===== config.mk =====
export PLATFORM = sky130hd
export DESIGN_NAME = chunk_row_start
export DESIGN_NICKNAME = d
export VERILOG_FILES = /design/src/hdl/tile_pkg.sv /design/src/hdl/row_offset_counter.sv /design/src/hdl/chunk_row_start.sv
export VERILOG_INCLUDE_DIRS = /design/src /design/src/include
export SDC_FILE = /design/constraint.sdc
export NUM_CORES = 1
export LEC_CHECK = 0
export ABC_AREA = 1
export BUFFER_PORTS_ARGS = -buffer_cell sky130_fd_sc_hd__buf_2
export CAP_MARGIN = 30
export CORE_UTILIZATION = 60
export CTS_BUF_LIST = sky130_fd_sc_hd__clkbuf_4 sky130_fd_sc_hd__clkbuf_8
export CTS_CLUSTER_SIZE = 24
export DETAILED_ROUTE_END_ITERATION = 6
export GPL_ROUTABILITY_DRIVEN = 1
export HOLD_SLACK_MARGIN = 0.08
export PLACE_DENSITY = 0.82
export SKIP_CTS_REPAIR_TIMING = 1
export SYNTH_ARGS = -nofsm -noshare
export SYNTH_HDL_FRONTEND = slang
export SYNTH_HIERARCHICAL = 1
export SYNTH_SLANG_ARGS = --single-unit

===== constraint.sdc =====
create_clock -name i_clk -period 6.86 [get_ports i_clk]
set_input_delay 1.029 -clock i_clk [delete_from_list [all_inputs] [get_ports i_clk]]
set_output_delay 1.029 -clock i_clk [all_outputs]
set_load 0.005 [all_outputs]

===== src/include/tile_defines.svh =====
/*
 * Global sizing macros for the tile row-fetch front end
 * Include wherever a width or count is needed
 */
`ifndef TILE_DEFINES_SVH
`define TILE_DEFINES_SVH

// Tensor dimensions, the last one is the row itself
`define TILE_DIM 3
// Independent command channels sharing one memory
`define TILE_NCH 2

// Global linear address, compared as signed for clamping
`define TILE_ABW 12
// One row of data
`define TILE_DBW 16
// Pad amount per row
`define TILE_PBW 3

// Row memory, indexed by the low address bits
`define TILE_MEM_AW 10
`define TILE_MEM_DEPTH (1 << `TILE_MEM_AW)

`endif


===== src/hdl/tile_pkg.sv =====
/*
 * Common types for the tile row-fetch blocks
 * Modules import it in their body and use scoped names in ports
 */
`include "tile_defines.svh"

package tile_pkg;

	// ============================================================
	// Vector types
	// ============================================================

	// Global address or linear offset
	typedef logic [`TILE_ABW-1:0] gaddr_t;
	// One row of memory data
	typedef logic [`TILE_DBW-1:0] rdata_t;
	// Row pad width
	typedef logic [`TILE_PBW-1:0] pad_t;
	// One bit per channel
	typedef logic [`TILE_NCH-1:0] ch_mask_t;

	// ============================================================
	// State machines
	// ============================================================

	// Row counter, waiting for a command or walking rows
	typedef enum logic {
		IDLE,
		RUN
	} cnt_state_e;

endpackage


===== src/hdl/row_offset_counter.sv =====
/*
 * Multi-dimensional row counter for one chunk command
 * Takes end values and strides on src handshake, emits one position per dst handshake
 */
`timescale 1ns/10ps
`include "tile_defines.svh"

module row_offset_counter (
	input  logic                i_clk,
	input  logic                i_arst_n,
	input  logic                i_src_rdy,
	output logic                o_src_ack,
	input  tile_pkg::gaddr_t    i_end    [`TILE_DIM-1],
	input  tile_pkg::gaddr_t    i_stride [`TILE_DIM-1],
	output logic                o_dst_rdy,
	input  logic                i_dst_ack,
	output tile_pkg::gaddr_t    o_ofs    [`TILE_DIM-1],
	output logic [`TILE_DIM-2:0] o_sel_end,
	output logic                o_islast
);
	import tile_pkg::*;

	localparam int NDIM = `TILE_DIM - 1;

	cnt_state_e state;
	gaddr_t     end_r    [NDIM];
	gaddr_t     stride_r [NDIM];
	gaddr_t     cur      [NDIM];
	gaddr_t     cur_nxt  [NDIM];
	logic       src_take;
	logic       dst_take;

	// Command only taken while idle
	assign o_src_ack = (state == IDLE);
	assign o_dst_rdy = (state == RUN);
	assign src_take  = i_src_rdy && o_src_ack;
	assign dst_take  = o_dst_rdy && i_dst_ack;

	// End flags per outer dimension
	always_comb begin
		for (int d = 0; d < NDIM; d++) begin
			o_sel_end[d] = (cur[d] == end_r[d]);
			o_ofs[d]     = cur[d];
		end
	end
	// Last row when all dimensions sit at their end
	assign o_islast = &o_sel_end;

	// ============================================================
	// Next position, innermost outer dimension fastest
	// ============================================================
	always_comb begin : step_blk
		logic carry;
		carry = 1'b1;
		for (int d = NDIM - 1; d >= 0; d--) begin
			cur_nxt[d] = cur[d];
			if (carry) begin
				// Wrap to zero and pass the carry outward
				if (o_sel_end[d]) begin
					cur_nxt[d] = '0;
				end else begin
					cur_nxt[d] = cur[d] + stride_r[d];
					carry      = 1'b0;
				end
			end
		end
	end

	// Latch command limits
	always_ff @(posedge i_clk) begin
		if (src_take) begin
			end_r    <= i_end;
			stride_r <= i_stride;
		end
	end

	// State and position
	always_ff @(posedge i_clk or negedge i_arst_n) begin
		if (!i_arst_n) begin
			state <= IDLE;
			for (int d = 0; d < NDIM; d++) begin
				cur[d] <= '0;
			end
		end else begin
			unique case (state)
				IDLE: begin
					if (src_take) begin
						state <= RUN;
						for (int d = 0; d < NDIM; d++) begin
							cur[d] <= '0;
						end
					end
				end
				RUN: begin
					if (dst_take) begin
						// Back to idle once the final row is taken
						if (o_islast) state <= IDLE;
						else cur <= cur_nxt;
					end
				end
				default: state <= IDLE;
			endcase
		end
	end

endmodule


===== src/hdl/chunk_row_start.sv =====
/*
 * One channel: chunk command in, clamped linear row addresses out
 * Rows leave with validity, pad and last-row flag under a ready/ack handshake
 */
`timescale 1ns/10ps
`include "tile_defines.svh"

module chunk_row_start (
	input  logic             i_clk,
	input  logic             i_arst_n,
	input  logic             i_cmd_rdy,
	output logic             o_cmd_ack,
	input  tile_pkg::gaddr_t i_cmd_base,
	input  tile_pkg::gaddr_t i_cmd_ofs   [`TILE_DIM-1],
	input  tile_pkg::gaddr_t i_cmd_bound [`TILE_DIM],
	input  tile_pkg::gaddr_t i_cmd_last  [`TILE_DIM-1],
	input  tile_pkg::pad_t   i_cmd_pad   [`TILE_DIM-1],
	output logic             o_row_rdy,
	input  logic             i_row_ack,
	output tile_pkg::gaddr_t o_row_linear,
	output logic             o_row_valid,
	output tile_pkg::pad_t   o_row_pad,
	output logic             o_row_islast
);
	import tile_pkg::*;

	localparam int NDIM = `TILE_DIM - 1;

	// Registered command fields
	gaddr_t base_r;
	gaddr_t ofs_r   [NDIM];
	gaddr_t bound_r [`TILE_DIM];
	pad_t   pad_r   [NDIM];

	// Counter side
	gaddr_t           row_stride [NDIM];
	gaddr_t           cur_row    [NDIM];
	logic [NDIM-1:0]  sel_end;
	logic             cmd_take;

	// Clamp intermediates
	gaddr_t           unclamp [NDIM];
	gaddr_t           clamp   [NDIM];
	logic [NDIM-1:0]  dim_ok;

	assign cmd_take = i_cmd_rdy && o_cmd_ack;

	// Step of dimension d is the extent of d+1
	always_comb begin
		for (int d = 0; d < NDIM; d++) begin
			row_stride[d] = i_cmd_bound[d+1];
		end
	end

	always_ff @(posedge i_clk) begin
		if (cmd_take) begin
			base_r  <= i_cmd_base;
			ofs_r   <= i_cmd_ofs;
			bound_r <= i_cmd_bound;
			pad_r   <= i_cmd_pad;
		end
	end

	row_offset_counter u_cnt (
		.i_clk     (i_clk),
		.i_arst_n  (i_arst_n),
		.i_src_rdy (i_cmd_rdy),
		.o_src_ack (o_cmd_ack),
		.i_end     (i_cmd_last),
		.i_stride  (row_stride),
		.o_dst_rdy (o_row_rdy),
		.i_dst_ack (i_row_ack),
		.o_ofs     (cur_row),
		.o_sel_end (sel_end),
		.o_islast  (o_row_islast)
	);

	// ============================================================
	// Clamp each dimension and sum into the row address
	// ============================================================
	always_comb begin
		o_row_linear = base_r;
		o_row_pad    = '0;
		for (int d = 0; d < NDIM; d++) begin
			unclamp[d] = cur_row[d] + ofs_r[d];
			if (unclamp[d][`TILE_ABW-1]) begin
				// Before the tensor start
				clamp[d]  = '0;
				dim_ok[d] = 1'b0;
			end else if ($signed(unclamp[d]) >= $signed(bound_r[d])) begin
				// Past the end, hold on the last slice
				clamp[d]  = bound_r[d] - bound_r[d+1];
				dim_ok[d] = 1'b0;
			end else begin
				clamp[d]  = unclamp[d];
				dim_ok[d] = 1'b1;
			end
			o_row_linear = o_row_linear + clamp[d];
			// Pads of dimensions at their end
			if (sel_end[d]) o_row_pad = o_row_pad | pad_r[d];
		end
	end

	assign o_row_valid = &dim_ok;

endmodule


==> metrics.md <==
| Metric | Value |
|---|---|
| Status | `complete, no violations` |
| Most common library cell in the layout ignoring fill and taps | `sky130_fd_sc_hd__nand2_1` |
| Total gr overflow | `0` |
| DP Worst Slack | `397 ps` |
| Share of the synthesized area in the top cell type | `0.363` |
| Row count | `47` |
| Worst Tran Pin Value | `roughly 960 ps` |
| Final count of hold timing violations | `0` |
| CTS root buffer | `sky130_fd_sc_hd__clkbuf_8` |
| Count of buffers from port buffering | `~120` |
| Max-slew violation count | `0` |
| Async set-or-reset flop fraction in the synthesized netlist | `0.166` |
| Bufs on Longest Clock Path | `2` |
| Path category of the worst min-delay check | `input port to asynchronous set/reset pin` |
| Post-route clock skew | `between 15 and 20 ps` |
| Crit-path max cell delay | `around 470 ps` |
| Share of layout cells above drive strength 1 | `0.192` |
| Aggregate routed wire length | `26,000 um` |
| Power density normalized to cell area | `358 mW/mm2` |
| Die ar. | `approximately 0.018 mm2` |
| Syn Inst Count | `approximately 1,200` |
| Starting DRC count in detailed routing | `727` |
| Cell Chain, Critical Path | `ha_1 > a21oi_1 > nand2_1 > nand3_1 > nand4_1 > nand2_4 > inv_1 > ha_1 > nand4_1 > nor2_1 > nand4_1 > buf_4 > nand3_4 > o21ai_0 > a21oi_2 > fa_1 > ha_1 > a21o_1 > a31oi_1 > nand3_1 > nand4_1 > nand2_1 > xnor2_1 > buf_2` |
| Number of buffers inserted during clock tree synthesis | `17` |
| Worst-case vdd ir drop | `~0.0006 V` |
| Final critical delay including setup and external delays | `about 6600 ps` |
| Clock latency reported for the late side of the worst-skew pair | `around 470 ps` |
| Final-layout setup total negative slack | `0 ps` |
| Final Util | `0.719` |
| Kind of start point of the critical path | `flip-flop` |
| Nets@finish | `about 1,500` |
| Crit Reg-Reg Startpoint | `u_cnt/o_ofs[1]` |
| Crit-path max FO | `13` |
| DP HPWL | `around 19,000 um` |
| Starting Density | `0.622` |
| Clock transition at path regs | `100 ps` |
| Tightest hold margin | `between 500 and 600 ps` |
| Period utilisation layout | `0.968` |
| Post-Synthesis Net Count | `roughly 1,400` |
| Relative slew margins | `0.361` |
| Biggest area contributors in the synthesized netlist | `sky130_fd_sc_hd__edfxtp_1, sky130_fd_sc_hd__ha_1, sky130_fd_sc_hd__nand2_1` |
| Total global-route track usage | `0.290` |
| Final worst setup slack | `about 220 ps` |
| Worst EP arrival | `approximately 5600 ps` |
| Max Clock Freq | `about 0.15 GHz` |
| Reg2reg end | `u_cnt/o_ofs[11]` |
| DRC errors left | `0` |
| Worst Reg2Reg Path Length in Cells | `10` |
| Total Power Consumption | `4310 uW` |
| Termination of the worst setup path | `o_row_linear[11]` |
| Number of antenna violations at the first check in global routing | `1` |
| Setup violation total in the final timing report | `0` |
| Top-level I/O count | `about 130` |
| First-pass GRT wire length | `roughly 40,000 um` |
| Critical path start-end classification | `flip-flop to output pin` |
| Flops & latches, synth | `approximately 150` |
| Count of antenna diodes in the layout | `0` |
| # fillers | `between 1,000 and 1,500` |
| Sequential fraction of the synthesis area | `0.423` |
| Number of violations of the max-capacitance limit | `0` |
| Standby leakage power | `between 0.005 and 0.006 uW` |
| Flop2flop setup slack | `4410 ps` |
| Drt wl/cell | `16.9 um` |
| Post-synth top flop | `sky130_fd_sc_hd__edfxtp_1` |
| ANT nets after route | `0` |
| Horiz. Die Dim | `approximately 130 um` |
| Count of flip-flops with a built-in enable after synthesis | `about 130` |
| CTS tree | `built` |
| Max stage delay cell, worst path | `sky130_fd_sc_hd__dfrtp_1` |
| Endpoint kind of the worst setup timing path | `output pin` |
| Final RePlAce weighted congestion | `roughly 1` |
| Number of search-and-repair iterations in the first detailed-routing pass | `5` |
| Most frequent cell on the critical path | `sky130_fd_sc_hd__nand4_1` |
| Worst Path Required | `between 5000 and 6000 ps` |
| Pin count of the biggest net entering global routing | `68` |
| Total number of vias | `around 8,600` |
| Floorplan die height | `134 um` |
| Via count normalized by instance count | `approximately 5.6` |
| Setup crit start | `u_cnt/o_ofs[2]` |
| Sink Count | `151` |
| Area leader, netlist | `sky130_fd_sc_hd__edfxtp_1` |
| Count of unique library cells instantiated by Yosys | `between 40 and 50` |
| Syn Area/Cell | `between 9 and 10 um2` |
| Synthesis-to-finish area growth | `15.5%` |
| Number of warnings reported in the yosys synthesis log | `6` |
| Area inside the core boundary | `approximately 0.017 mm2` |
| Number of global-route vias before repair | `slightly below 8,000` |
| Combined area of all synthesized cells | `approximately 0.010 mm2` |
| Leading cell types in the layout, fill and taps excluded | `sky130_fd_sc_hd__nand2_1, sky130_fd_sc_hd__inv_1, sky130_fd_sc_hd__edfxtp_1, sky130_fd_sc_hd__buf_2, sky130_fd_sc_hd__ha_1` |
| Clock H-tree levels | `4` |
## where the power goes
| group | internal (uW) | switching (uW) |
|---|---|---|
| Sequential | 1030 | 73.6 |
| Combinational | 1040 | 1420 |
| Clock | 375 | 372 |
## logic make-up (layout without fill, tap and decap cells)
| kind of cell | Yosys count | count (layout) | synth area share |
|---|---|---|---|
| buffers and inverters | 189 | 351 | 0.0733 |
| and+or+nand+nor | 491 | 496 | 0.210 |
| adders and majority gates | 118 | 118 | 0.154 |
| DFF | 151 | 151 | 0.423 |
| AOI/OAI and AO/OA | 138 | 138 | 0.0812 |
| xor gates and xnor gates | 69 | 69 | 0.0579 |
## layout make-up
class	count	area (um2)	area share
inverter	178	671	0.0556
multi-input combinational	821	5520	0.458
sequential	151	4410	0.366
clock buffer	18	241	0.0200
tap	220	275	0.0228
timing repair buffer	141	748	0.0621
clock inverter	14	189	0.0157
## critical path, delay by kind of cell (launching register included)
kind	cells	cell delay (ps)
AO/OA/AOI/OAI	5	850
flip-flops	1	470
buffers and inverters	3	470
XOR/XNOR	1	150
AND/OR/NAND/NOR	11	1600
adder cells (fa/ha/maj)	4	1590
## routing by layer
layer / GRT usage / vias up / share of wire
li1: - / 4162 / -
met1: 0.369 / 3962 / 0.42
met2: 0.482 / 395 / 0.47
met3: 0.0718 / 62 / 0.079
met4: 0.0991 / 2 / 0.032
met5: 0 / - / 0.00050
## registers in the layout, summed over array words and instances (netlist names)
name             count
u_cnt/stride_r      24
ofs_r               24
u_cnt/end_r         24
u_cnt/o_dst_rdy      1
base_r              12
u_cnt/o_ofs         24
bound_r             36
pad_r                6
## how the worst min path moves through the flow
stage,startpoint,end,slack [ps],cells past startpoint
after floorplan,u_cnt/o_ofs[14],u_cnt/o_ofs[14],510,2
after global placement,u_cnt/o_ofs[12],u_cnt/o_ofs[12],540,2
after detailed placement,u_cnt/o_ofs[12],u_cnt/o_ofs[12],550,2
after CTS,i_arst_n,u_cnt/o_ofs[19],570,1
after global routing,i_arst_n,u_cnt/o_ofs[21],580,1
final,i_arst_n,u_cnt/o_ofs[21],580,1
## through the flow
stage / area, um2 / instances
after floorplan: 10400 / 1156
after global routing: 12100 / 1543
after CTS: 11700 / 1523
after global placement: 11300 / 1491
after detailed placement: 11300 / 1491
final: 12100 / 1543
## synthesized netlist by cell type, types with 2 or more instances
cell                       number
sky130_fd_sc_hd__nor2_4         2
sky130_fd_sc_hd__xnor2_1       38
sky130_fd_sc_hd__nand4_1       20
sky130_fd_sc_hd__inv_1        173
sky130_fd_sc_hd__a21oi_1       66
sky130_fd_sc_hd__nand2_2        3
sky130_fd_sc_hd__a211oi_2       7
sky130_fd_sc_hd__o21ai_0       23
sky130_fd_sc_hd__fa_1          18
sky130_fd_sc_hd__nand3_2       12
sky130_fd_sc_hd__nor3_1         6
sky130_fd_sc_hd__a22o_1         3
sky130_fd_sc_hd__o21ai_2        3
sky130_fd_sc_hd__nor2_2         8
sky130_fd_sc_hd__buf_6          3
sky130_fd_sc_hd__a21o_1         9
sky130_fd_sc_hd__nor2_1        74
sky130_fd_sc_hd__ha_1         100
sky130_fd_sc_hd__a31oi_1        2
sky130_fd_sc_hd__nand2_4        2
sky130_fd_sc_hd__xor2_1        31
sky130_fd_sc_hd__nand3_1       71
sky130_fd_sc_hd__o211ai_1       2
sky130_fd_sc_hd__o21ai_1        4
sky130_fd_sc_hd__o21a_1         2
sky130_fd_sc_hd__o21bai_1       7
sky130_fd_sc_hd__buf_4          4
sky130_fd_sc_hd__o31ai_1        2
sky130_fd_sc_hd__edfxtp_1     126
sky130_fd_sc_hd__buf_2          3
sky130_fd_sc_hd__nand2_1      285
sky130_fd_sc_hd__a21oi_2        2
sky130_fd_sc_hd__inv_2          3
sky130_fd_sc_hd__a21boi_0       5
sky130_fd_sc_hd__dfrtp_1       25
Power figures use the tool's default switching activity.
