**src/include/tile_defines.svh**
```systemverilog
/*
 * Global sizing macros for the tile row-fetch front end
 * Include wherever a width or count is needed
 */
`ifndef TILE_DEFINES_SVH
`define TILE_DEFINES_SVH

// Tensor dimensions, the last one is the row itself
`define TILE_DIM 3
// Independent command channels sharing one memory
`define TILE_NCH 2

// Global linear address, compared as signed for clamping
`define TILE_ABW 12
// One row of data
`define TILE_DBW 16
// Pad amount per row
`define TILE_PBW 3

// Row memory, indexed by the low address bits
`define TILE_MEM_AW 10
`define TILE_MEM_DEPTH (1 << `TILE_MEM_AW)

`endif

```
**src/hdl/tile_pkg.sv**
```systemverilog
/*
 * Common types for the tile row-fetch blocks
 * Modules import it in their body and use scoped names in ports
 */
`include "tile_defines.svh"

package tile_pkg;

	// ============================================================
	// Vector types
	// ============================================================

	// Global address or linear offset
	typedef logic [`TILE_ABW-1:0] gaddr_t;
	// One row of memory data
	typedef logic [`TILE_DBW-1:0] rdata_t;
	// Row pad width
	typedef logic [`TILE_PBW-1:0] pad_t;
	// One bit per channel
	typedef logic [`TILE_NCH-1:0] ch_mask_t;

	// ============================================================
	// State machines
	// ============================================================

	// Row counter, waiting for a command or walking rows
	typedef enum logic {
		IDLE,
		RUN
	} cnt_state_e;

endpackage

```
**src/hdl/row_read_arbiter.sv**
```systemverilog
/*
 * Round-robin arbiter for the shared row memory read port
 * One grant per cycle, the grant doubles as the row ack
 */
`timescale 1ns/10ps
`include "tile_defines.svh"

module row_read_arbiter (
	input  logic                              i_clk,
	input  logic                              i_arst_n,
	input  tile_pkg::ch_mask_t                i_req,
	input  tile_pkg::gaddr_t                  i_addr  [`TILE_NCH],
	input  logic                              i_valid [`TILE_NCH],
	output tile_pkg::ch_mask_t                o_gnt,
	output logic [`TILE_MEM_AW-1:0]           o_mem_addr,
	output logic                              o_mem_en,
	output logic                              o_mem_zero,
	output logic [$clog2(`TILE_NCH)-1:0]      o_gnt_ch
);

	localparam int NCH = `TILE_NCH;
	localparam int CHW = $clog2(`TILE_NCH);

	// Channel with highest priority this cycle
	logic [CHW-1:0] rr_ptr;

	// ============================================================
	// Pick the first requester starting at the pointer
	// ============================================================
	always_comb begin : pick_blk
		int   idx;
		logic found;
		found    = 1'b0;
		o_gnt    = '0;
		o_gnt_ch = rr_ptr;
		for (int i = 0; i < NCH; i++) begin
			idx = int'(rr_ptr) + i;
			if (idx >= NCH) idx = idx - NCH;
			if (!found && i_req[idx]) begin
				found    = 1'b1;
				o_gnt_ch = CHW'(idx);
			end
		end
		if (found) o_gnt[o_gnt_ch] = 1'b1;
	end

	// Read port follows the winner
	assign o_mem_en   = |o_gnt;
	assign o_mem_addr = i_addr[o_gnt_ch][`TILE_MEM_AW-1:0];
	// Out-of-tensor rows read as zero
	assign o_mem_zero = !i_valid[o_gnt_ch];

	// Priority moves just past the last winner
	always_ff @(posedge i_clk or negedge i_arst_n) begin
		if (!i_arst_n) begin
			rr_ptr <= '0;
		end else if (o_mem_en) begin
			if (o_gnt_ch == CHW'(NCH - 1)) rr_ptr <= '0;
			else rr_ptr <= o_gnt_ch + 1'b1;
		end
	end

endmodule

```
**config.mk**
```make
export PLATFORM = sky130hd
export DESIGN_NAME = row_read_arbiter
export DESIGN_NICKNAME = d
export VERILOG_FILES = /design/src/hdl/tile_pkg.sv /design/src/hdl/row_read_arbiter.sv
export VERILOG_INCLUDE_DIRS = /design/src /design/src/include
export SDC_FILE = /design/constraint.sdc
export NUM_CORES = 1
export LEC_CHECK = 0
export BUFFER_PORTS_ARGS = -buffer_cell sky130_fd_sc_hd__buf_2
export CAP_MARGIN = 20
export CORE_AREA = 3 3 40 42
export DETAILED_ROUTE_END_ITERATION = 16
export DIE_AREA = 0 0 43 45
export PLACE_DENSITY = 0.61
export SLEW_MARGIN = 30
export SYNTH_ARGS = -nofsm -noshare
export SYNTH_HDL_FRONTEND = slang
export SYNTH_SLANG_ARGS = --single-unit
```
**constraint.sdc**
```tcl
create_clock -name i_clk -period 3.2 [get_ports i_clk]
set_input_delay 0.64 -clock i_clk [delete_from_list [all_inputs] [get_ports i_clk]]
set_output_delay 0.64 -clock i_clk [all_outputs]
set_load 0.01 [all_outputs]
```
==> results.toml, run 1 <==
[synthesis]
synth_edf_count = 0
synthFlopType = "dfrtp_1"
yosysMostFrequentCell = "mux2_2"
syn_area_per_cell_sq_um = 9.83
synth-seq-area-share = 0.121
yosys-top-cells-area = "mux2_2 (55%), dfrtp_1 (12%), buf_6 (5.5%)"
synth_top_area_frac = 0.545
synth_top_area_cell = "mux2_2"
syn_inst = 21
synth_nets = 51
synth_cell_types = 12
ys_warn_count = 0
ys_seq_elements = 1
async_reset_ff_frac = 1.00
synth.cell_area_sq_um = 206

[place]
port_buffers = 40
placed_area_sq_um = 414
dp.cells = 75
hpwl_um = 654
place.gp.congestion = 0.587
place_ws_ns = 0.708

[grt]
grt_max_degree = 13
grt_pass1_wl_mm = 1.01
grt.total_usage = 0.0622
antenna_found_initial = 0
grt_pass1_vias = 270
grt-ovfl-total = 0

[routing]
ant_nets = 0
viasPerCell = 4.13
remaining_drc_errors = 0
drtIter0Drc = 0
drtPass1Iterations = 1
wl_per_cell_um = 9.60
route.vias.total = 310
routed_wl_um = 720

[clock_network]
clk_latency_ns = 0
cts_resized = 0
post_cts_buffers = 0
hold_buffers = 0
clk_pin_slew_ns = 0

[die]
rows = 13
io_pins = 45
die_area_sq_um = 1940
fp.dieH_um = 45
core_sq_um = 1280
start_util = 0.161
die_w_um = 43

[setup_path]
start_kind = "input pin"
crit_buf_inv = 2
crit_path_end_kind = "output pin"
critical_path.most_common_cell = "buf_2"
slowest_delay_ns = 0.49
crit_chain = "buf_2 > nor2_1 > o21ai_2 > mux2_2 > buf_2"
rr_worst_depth = 2
path_delay_family = "compound AO/OA/AOI/OAI gates"
worst-r2r-setup-slack_ns = 2.50
r2r_start = "rr_ptr"
crit_start = "i_req[1]"
r2r-end = "rr_ptr"
worst-path-max-fanout = 12
critical_path_required_ns = 2.56
cp.arrival_ns = 1.83
critical_path_class = "input pin to output pin"
crit_slowest_cell = "o21ai_2"

[layout]
layout-drive-gt1-share = 0.867
n_antenna_cell = 0
fin_area_sq_um = 414
fillers = 156
final_nets = 92
stdcell_count = 75
area_growth_pct = 101
final_core_util = 0.322
regMostFlops = "rr_ptr"
top_regs = "rr_ptr x1"
largest_register_ffs = 1

[sta]
hold_viol = 0
max_freq_mhz = 405
fin_worst_skew_ns = 0
tightest_slew_ns = 0.613
setup_tns_ns = 0
maxSlewHeadroom = 0.591
layout_setup_ws_ns = 0.734
setup_viol = 0
rsz0062_at_grt = "no"
period_minus_slack_ns = 2.47
slew_violations = 0
period_share = 0.771

[pwr]
swShare = 0.385
power_switching_w = 0.0000367
p_comb_frac = 0.825
ir_worst_vdd_uv = 90.6
seq_power_share = 0.175
p_leak_nw = 0.237
powerDensity_nw_per_um2 = 230
power.internal_w = 0.0000586
clkPwrFrac = 0

[min_path]
hp-class = "input pin to asynchronous set/reset pin"

[status]
status = "finished clean"

[run]
maxCapViolations = 0
-- worst reg2reg max path, delay by kind of cell (launching register included) --
| family | cells | cell delay [ns] |
|---|---|---|
| and+or+nand+nor | 1 | 0.11 |
| DFF | 1 | 0.36 |
| AOI/OAI and AO/OA | 1 | 0.11 |
-- per-stage QoR --
step	hold slack, ns	total power (W)
detailed placement	0.418	0.0000966
floorplan	0.344	0.0000633
CTS	0.418	0.0000969
global placement	0.415	0.0000946
global route	0.421	0.000103
finish	0.416	0.0000954
-- kinds of logic (layout without fill, tap and decap cells) --
family	Yosys count	in the layout	synth area share
AOI/OAI and AO/OA	3	3	0.115
buffers and inverters	2	41	0.0727
DFF	1	1	0.121
muxes	11	11	0.594
and+or+nand+nor	4	4	0.0970
-- routing by layer --
metal  global-route usage  share of wire  vias up
met5                    0              0        -
met4                    0              0        0
met3              0.00398           0.13        0
met2                0.123           0.50       24
met1               0.0788           0.38      132
li1                     -              -      154
-- power by group through the flow --
stage | Combinational, W | Sequential, W | Clock [W]
6_report | 0.0000787 | 0.0000167 | 0
5_1_grt | 0.0000857 | 0.0000169 | 0
4_1_cts | 0.0000802 | 0.0000166 | 0
3_5_place_dp | 0.0000799 | 0.0000167 | 0
3_3_place_gp | 0.0000781 | 0.0000164 | 0
2_1_floorplan | 0.0000470 | 0.0000162 | 0
-- cell usage in the layout, fill, tap and decap left out, drive strengths merged --
| cell type | Yosys | layout |
|---|---|---|
| and2 | 1 | 1 |
| nand2 | 1 | 1 |
| nor2 | 1 | 1 |
| a21boi | 1 | 1 |
| o21a | 1 | 1 |
| mux2i | 1 | 1 |
| buf | 1 | 40 |
| inv | 1 | 1 |
| or2 | 1 | 1 |
| dfrtp | 1 | 1 |
| o21ai | 1 | 1 |
| mux2 | 10 | 10 |
-- worst max path at each step --
| stage | end | cells past startpoint | slack, ns |
|---|---|---|---|
| 2_1_floorplan | o_mem_addr[1] | 4 | 1.19 |
| 3_3_place_gp | o_mem_addr[1] | 5 | 0.75 |
| 3_5_place_dp | o_mem_addr[1] | 5 | 0.71 |
| 4_1_cts | o_mem_addr[1] | 5 | 0.70 |
| 5_1_grt | o_mem_addr[1] | 5 | 0.64 |
| 6_report | o_mem_addr[1] | 5 | 0.73 |
-- area by class of cell --
class | count | area, sq um | share of cell area
flip-flops and latches | 1 | 25.0 | 0.0604
multi-input cells | 18 | 166 | 0.402
repair buffers | 40 | 200 | 0.483
well taps | 15 | 18.8 | 0.0453
inverters | 1 | 3.75 | 0.00906
No activity file was read; power rests on OpenSTA's default activity.
==> inputs of run 2 (changes only) <==
- PLACE_DENSITY: 0.61 -> 0.63
- clock period: 3.2 -> 2.15 ns (I/O delays scaled with it)
==> run 2 against run 1 <==
  * First-iteration DRC count rose by 2
  * Via count fell by 5.2%
  * Power rose by 52%
  * Sequential power rose by 47%
  * Hold slack got worse by 0.21 ns
  * Combinational power rose by 52%
  * Wire length fell by 2.5%
  * Core utilization rose by 0.58 points
  * Cell count rose by 1.3%
  * Design area rose by 1.8%
  * Critical endpoint is now o_mem_addr[2]
  * Largest power group unchanged
  * Highest routed layer unchanged
==> results.toml, run 2 (same netlist as run 1, synthesis figures left out) <==
[setup_path]
start_kind = "input pin"
crit_slowest_cell = "mux2_2"
critical_path_required_ns = 1.72
worst-path-max-fanout = 12
worst-path-stages = 6
cp.arrival_ns = 1.38
crit_path_end_kind = "output pin"
rr_worst_depth = 2
path_delay_family = "buffers and inverters"
critical_path_class = "input pin to output pin"
slowest_delay_ns = 0.35
crit_buf_inv = 3
crit_chain = "buf_2 > nor2_1 > o21ai_2 > buf_4 > mux2_2 > buf_2"
critical_path.most_common_cell = "buf_2"

[layout]
n_antenna_cell = 0
area_growth_pct = 104
regArea_sq_um = 25.0
final_core_util = 0.328
mostFrequentLayoutCells = "buf_2 (40), mux2_2 (10)"
top_regs = "rr_ptr x1"
layout-drive-gt1-share = 0.869
largest_register_ffs = 1
fillers = 143
multi_input_area_sq_um = 166
final_nets = 93
regMostFlops = "rr_ptr"
final_common_cell = "buf_2"

[grt]
antenna_found_initial = 0
grt_max_degree = 13
grt_pass1_wl_um = 986
grt.total_usage = 0.0606
grt-ovfl-total = 0
grt_pass1_vias = 248

[sta]
slew_violations = 0
setup_tns_ns = 0
period_share = 0.842
period_minus_slack_ns = 1.81
hold_viol = 0
rsz0062_at_grt = "no"
max_freq_mhz = 552
tightest_slew_ns = 0.152
fin_worst_skew_ns = 0
maxSlewHeadroom = 0.899
setup_viol = 0
layout_setup_ws_ns = 0.339

[routing]
ant_nets = 0
viasPerCell = 3.87
drtIter0Drc = 2
wl_per_cell_um = 9.24
drtPass1Iterations = 3
route.vias.total = 294
remaining_drc_errors = 0
routed_wl_um = 702

[clock_network]
post_cts_buffers = 0
cts_resized = 0
hold_buffers = 0
clk_pin_slew_ns = 0
clk_latency_ns = 0

[die]
die_w_um = 43
rows = 13
start_util = 0.161
io_pins = 45
fp.dieH_um = 45
die_area_sq_um = 1940
core_sq_um = 1280

[place]
place_ws_ns = 0.319
hpwl_um = 626
place.gp.congestion = 0.558
port_buffers = 40

[run]
maxCapViolations = 0

[pwr]
powerDensity_nw_per_um2 = 343
p_leak_nw = 0.242
ir_worst_vdd_uv = 166

[status]
status = "finished clean"

[min_path]
hp-class = "input pin to asynchronous set/reset pin"
[run 2: cell type report]
cell class | count | area share
well taps | 15 | 0.0445
inverters | 1 | 0.00890
multi-input cells | 18 | 0.395
repair buffers | 41 | 0.493
flip-flops and latches | 1 | 0.0593
[run 2: layer usage]
metal / up-vias / global-route usage / share of wire / wire, um
met5: - / 0 / 0 / 0
li1: 155 / - / - / -
met1: 119 / 0.0740 / 0.35 / 246
met2: 20 / 0.123 / 0.52 / 367
met4: 0 / 0 / 0 / 0
met3: 0 / 0.00398 / 0.12 / 87
[run 2: path summary, 6_finish.rpt]
path	endpoint	slack [ns]	start
min in group i_clk	rr_ptr	0.53	rr_ptr
hold reg to reg	rr_ptr	0.53	rr_ptr
setup / recovery	o_mem_addr[2]	0.34	i_req[1]
setup reg to reg	rr_ptr	1.44	rr_ptr
hold / removal	rr_ptr	0.21	i_arst_n
max in group asynchronous	rr_ptr	1.86	i_arst_n
[run 2: power by group]
| group | switching [W] | leakage [nW] | internal [W] | total, W |
|---|---|---|---|---|
| Sequential | 0.00000262 | 0.0113 | 0.0000220 | 0.0000246 |
| Clock | 0 | 0 | 0 | 0 |
| Combinational | 0.0000519 | 0.230 | 0.0000682 | 0.000120 |
[run 2: through the flow]
stage | instance area, sq um | hold WS (ns) | power (W) | std cells
6_report | 422 | 0.206 | 0.000145 | 76
5_1_grt | 422 | 0.208 | 0.000157 | 76
2_1_floorplan | 206 | 0.134 | 0.0000942 | 21
4_1_cts | 422 | 0.207 | 0.000147 | 76
3_3_place_gp | 422 | 0.206 | 0.000144 | 76
3_5_place_dp | 422 | 0.207 | 0.000147 | 76
==> inputs of run 3 (changes only) <==
- PLACE_DENSITY: 0.63 -> 0.61
- clock period: 2.15 -> 1.9 ns (I/O delays scaled with it)
==> run 3 against run 2 <==
  * Power grew 19%
  * Global-route usage grew 0.17 points
  * Core utilization grew 0.97 points
  * Design area grew 3.0%
  * Wire length grew 0.28%
  * Highest routed layer unchanged
==> results.toml, run 3 (same netlist as run 1, synthesis figures left out) <==
[setup_path]
crit_slowest_cell = "mux2_2"
worst-r2r-setup-slack_ns = 1.21
critical_path_required_ns = 1.52
start_kind = "input pin"
crit_buf_inv = 3
r2r-end = "rr_ptr"
slowest_delay_ns = 0.33
cp.arrival_ns = 1.31
r2r_start = "rr_ptr"
critical_path.most_common_cell = "buf_2"
crit_chain = "buf_2 > nor2_1 > o21ai_2 > buf_12 > mux2_2 > buf_2"
path_delay_family = "buffers and inverters"
critical_path_class = "input pin to output pin"
worst-path-max-fanout = 12
rr_worst_depth = 2
crit_path_end_kind = "output pin"

[sta]
tightest_slew_ns = 0.152
rsz0062_at_grt = "no"
hold_ws_ns = 0.157
period_minus_slack_ns = 1.69
setup_tns_ns = 0
maxSlewHeadroom = 0.899
period_share = 0.887
fin_worst_skew_ns = 0
slew_violations = 0
hold_viol = 0
setup_viol = 0
max_freq_mhz = 593

[layout]
regMostFlops = "rr_ptr"
final_nets = 93
area_growth_pct = 110
final_core_util = 0.338
fin_area_sq_um = 434
n_antenna_cell = 0
top_regs = "rr_ptr x1"
mostFrequentLayoutCells = "buf_2 (40), mux2_2 (10)"
final_common_cell = "buf_2"
layout-drive-gt1-share = 0.869
largest_register_ffs = 1

[pwr]
p_leak_nw = 0.246
powerDensity_nw_per_um2 = 395
ir_worst_vdd_uv = 160

[clock_network]
clk_latency_ns = 0
post_cts_buffers = 0
hold_buffers = 0
clk_pin_slew_ns = 0
cts_resized = 0

[routing]
viasPerCell = 4.01
wl_per_cell_um = 9.26
drtPass1Iterations = 2
route.vias.total = 305
routed_wl_um = 704
remaining_drc_errors = 0
ant_nets = 0
drtIter0Drc = 1

[place]
hpwl_um = 666
port_buffers = 40
placed_area_sq_um = 434
place.gp.congestion = 0.604

[die]
io_pins = 45
rows = 13
fp.dieH_um = 45
die_w_um = 43
start_util = 0.161
core_sq_um = 1280
die_area_sq_um = 1940

[grt]
grt-ovfl-total = 0
grt_max_degree = 13
grt.total_usage = 0.0622
grt_pass1_vias = 249
grt_pass1_wl_mm = 1.01
antenna_found_initial = 0

[min_path]
hp-class = "input pin to asynchronous set/reset pin"

[run]
maxCapViolations = 0

[status]
status = "finished clean"
[run 3: cell count changes in the layout (fill, tap and decap cells not counted)]
cell / before / now
buf_12: 0 / 1
buf_4: 1 / 0
[run 3: metal layers]
metal	part of all wire	vias up	wire length, um	GRT usage
li1	-	156	-	-
met1	0.29	125	203	0.0764
met2	0.53	24	373	0.117
met3	0.18	0	126	0.0159
met4	0	0	0	0
met5	0	-	0	0
[run 3: worst max path at each step]
stage	from	to	cells past startpoint
final	i_req[1]	o_mem_addr[1]	6
after global routing	i_req[1]	o_mem_addr[4]	6
after CTS	i_req[1]	o_mem_addr[1]	6
after detailed placement	i_req[1]	o_mem_addr[4]	6
after global placement	i_req[1]	o_mem_addr[1]	6
after floorplan	i_req[1]	o_mem_addr[1]	4
[run 3: where the power goes]
group,total (W),switching (W),internal (W),leakage [nW]
Sequential,0.0000278,0.00000288,0.0000249,0.0113
Clock,0,0,0,0
Combinational,0.000144,0.0000597,0.0000841,0.235
Total,0.000172,0.0000626,0.000109,0.246
[run 3: area by class of cell]
cell class / count / area, sq um
fillers: 135 / 851
inverters: 1 / 3.75
multi-input cells: 18 / 166
flip-flops and latches: 1 / 25.0
well taps: 15 / 18.8
repair buffers: 41 / 220
[run 3: metrics by stage]
step           cells  setup slack (ns)  power [W]
5_1_grt           76             0.130   0.000186
6_report          76             0.214   0.000172
3_5_place_dp      76             0.205   0.000174
2_1_floorplan     21             0.410   0.000107
4_1_cts           76             0.204   0.000175
3_3_place_gp      76             0.216   0.000171
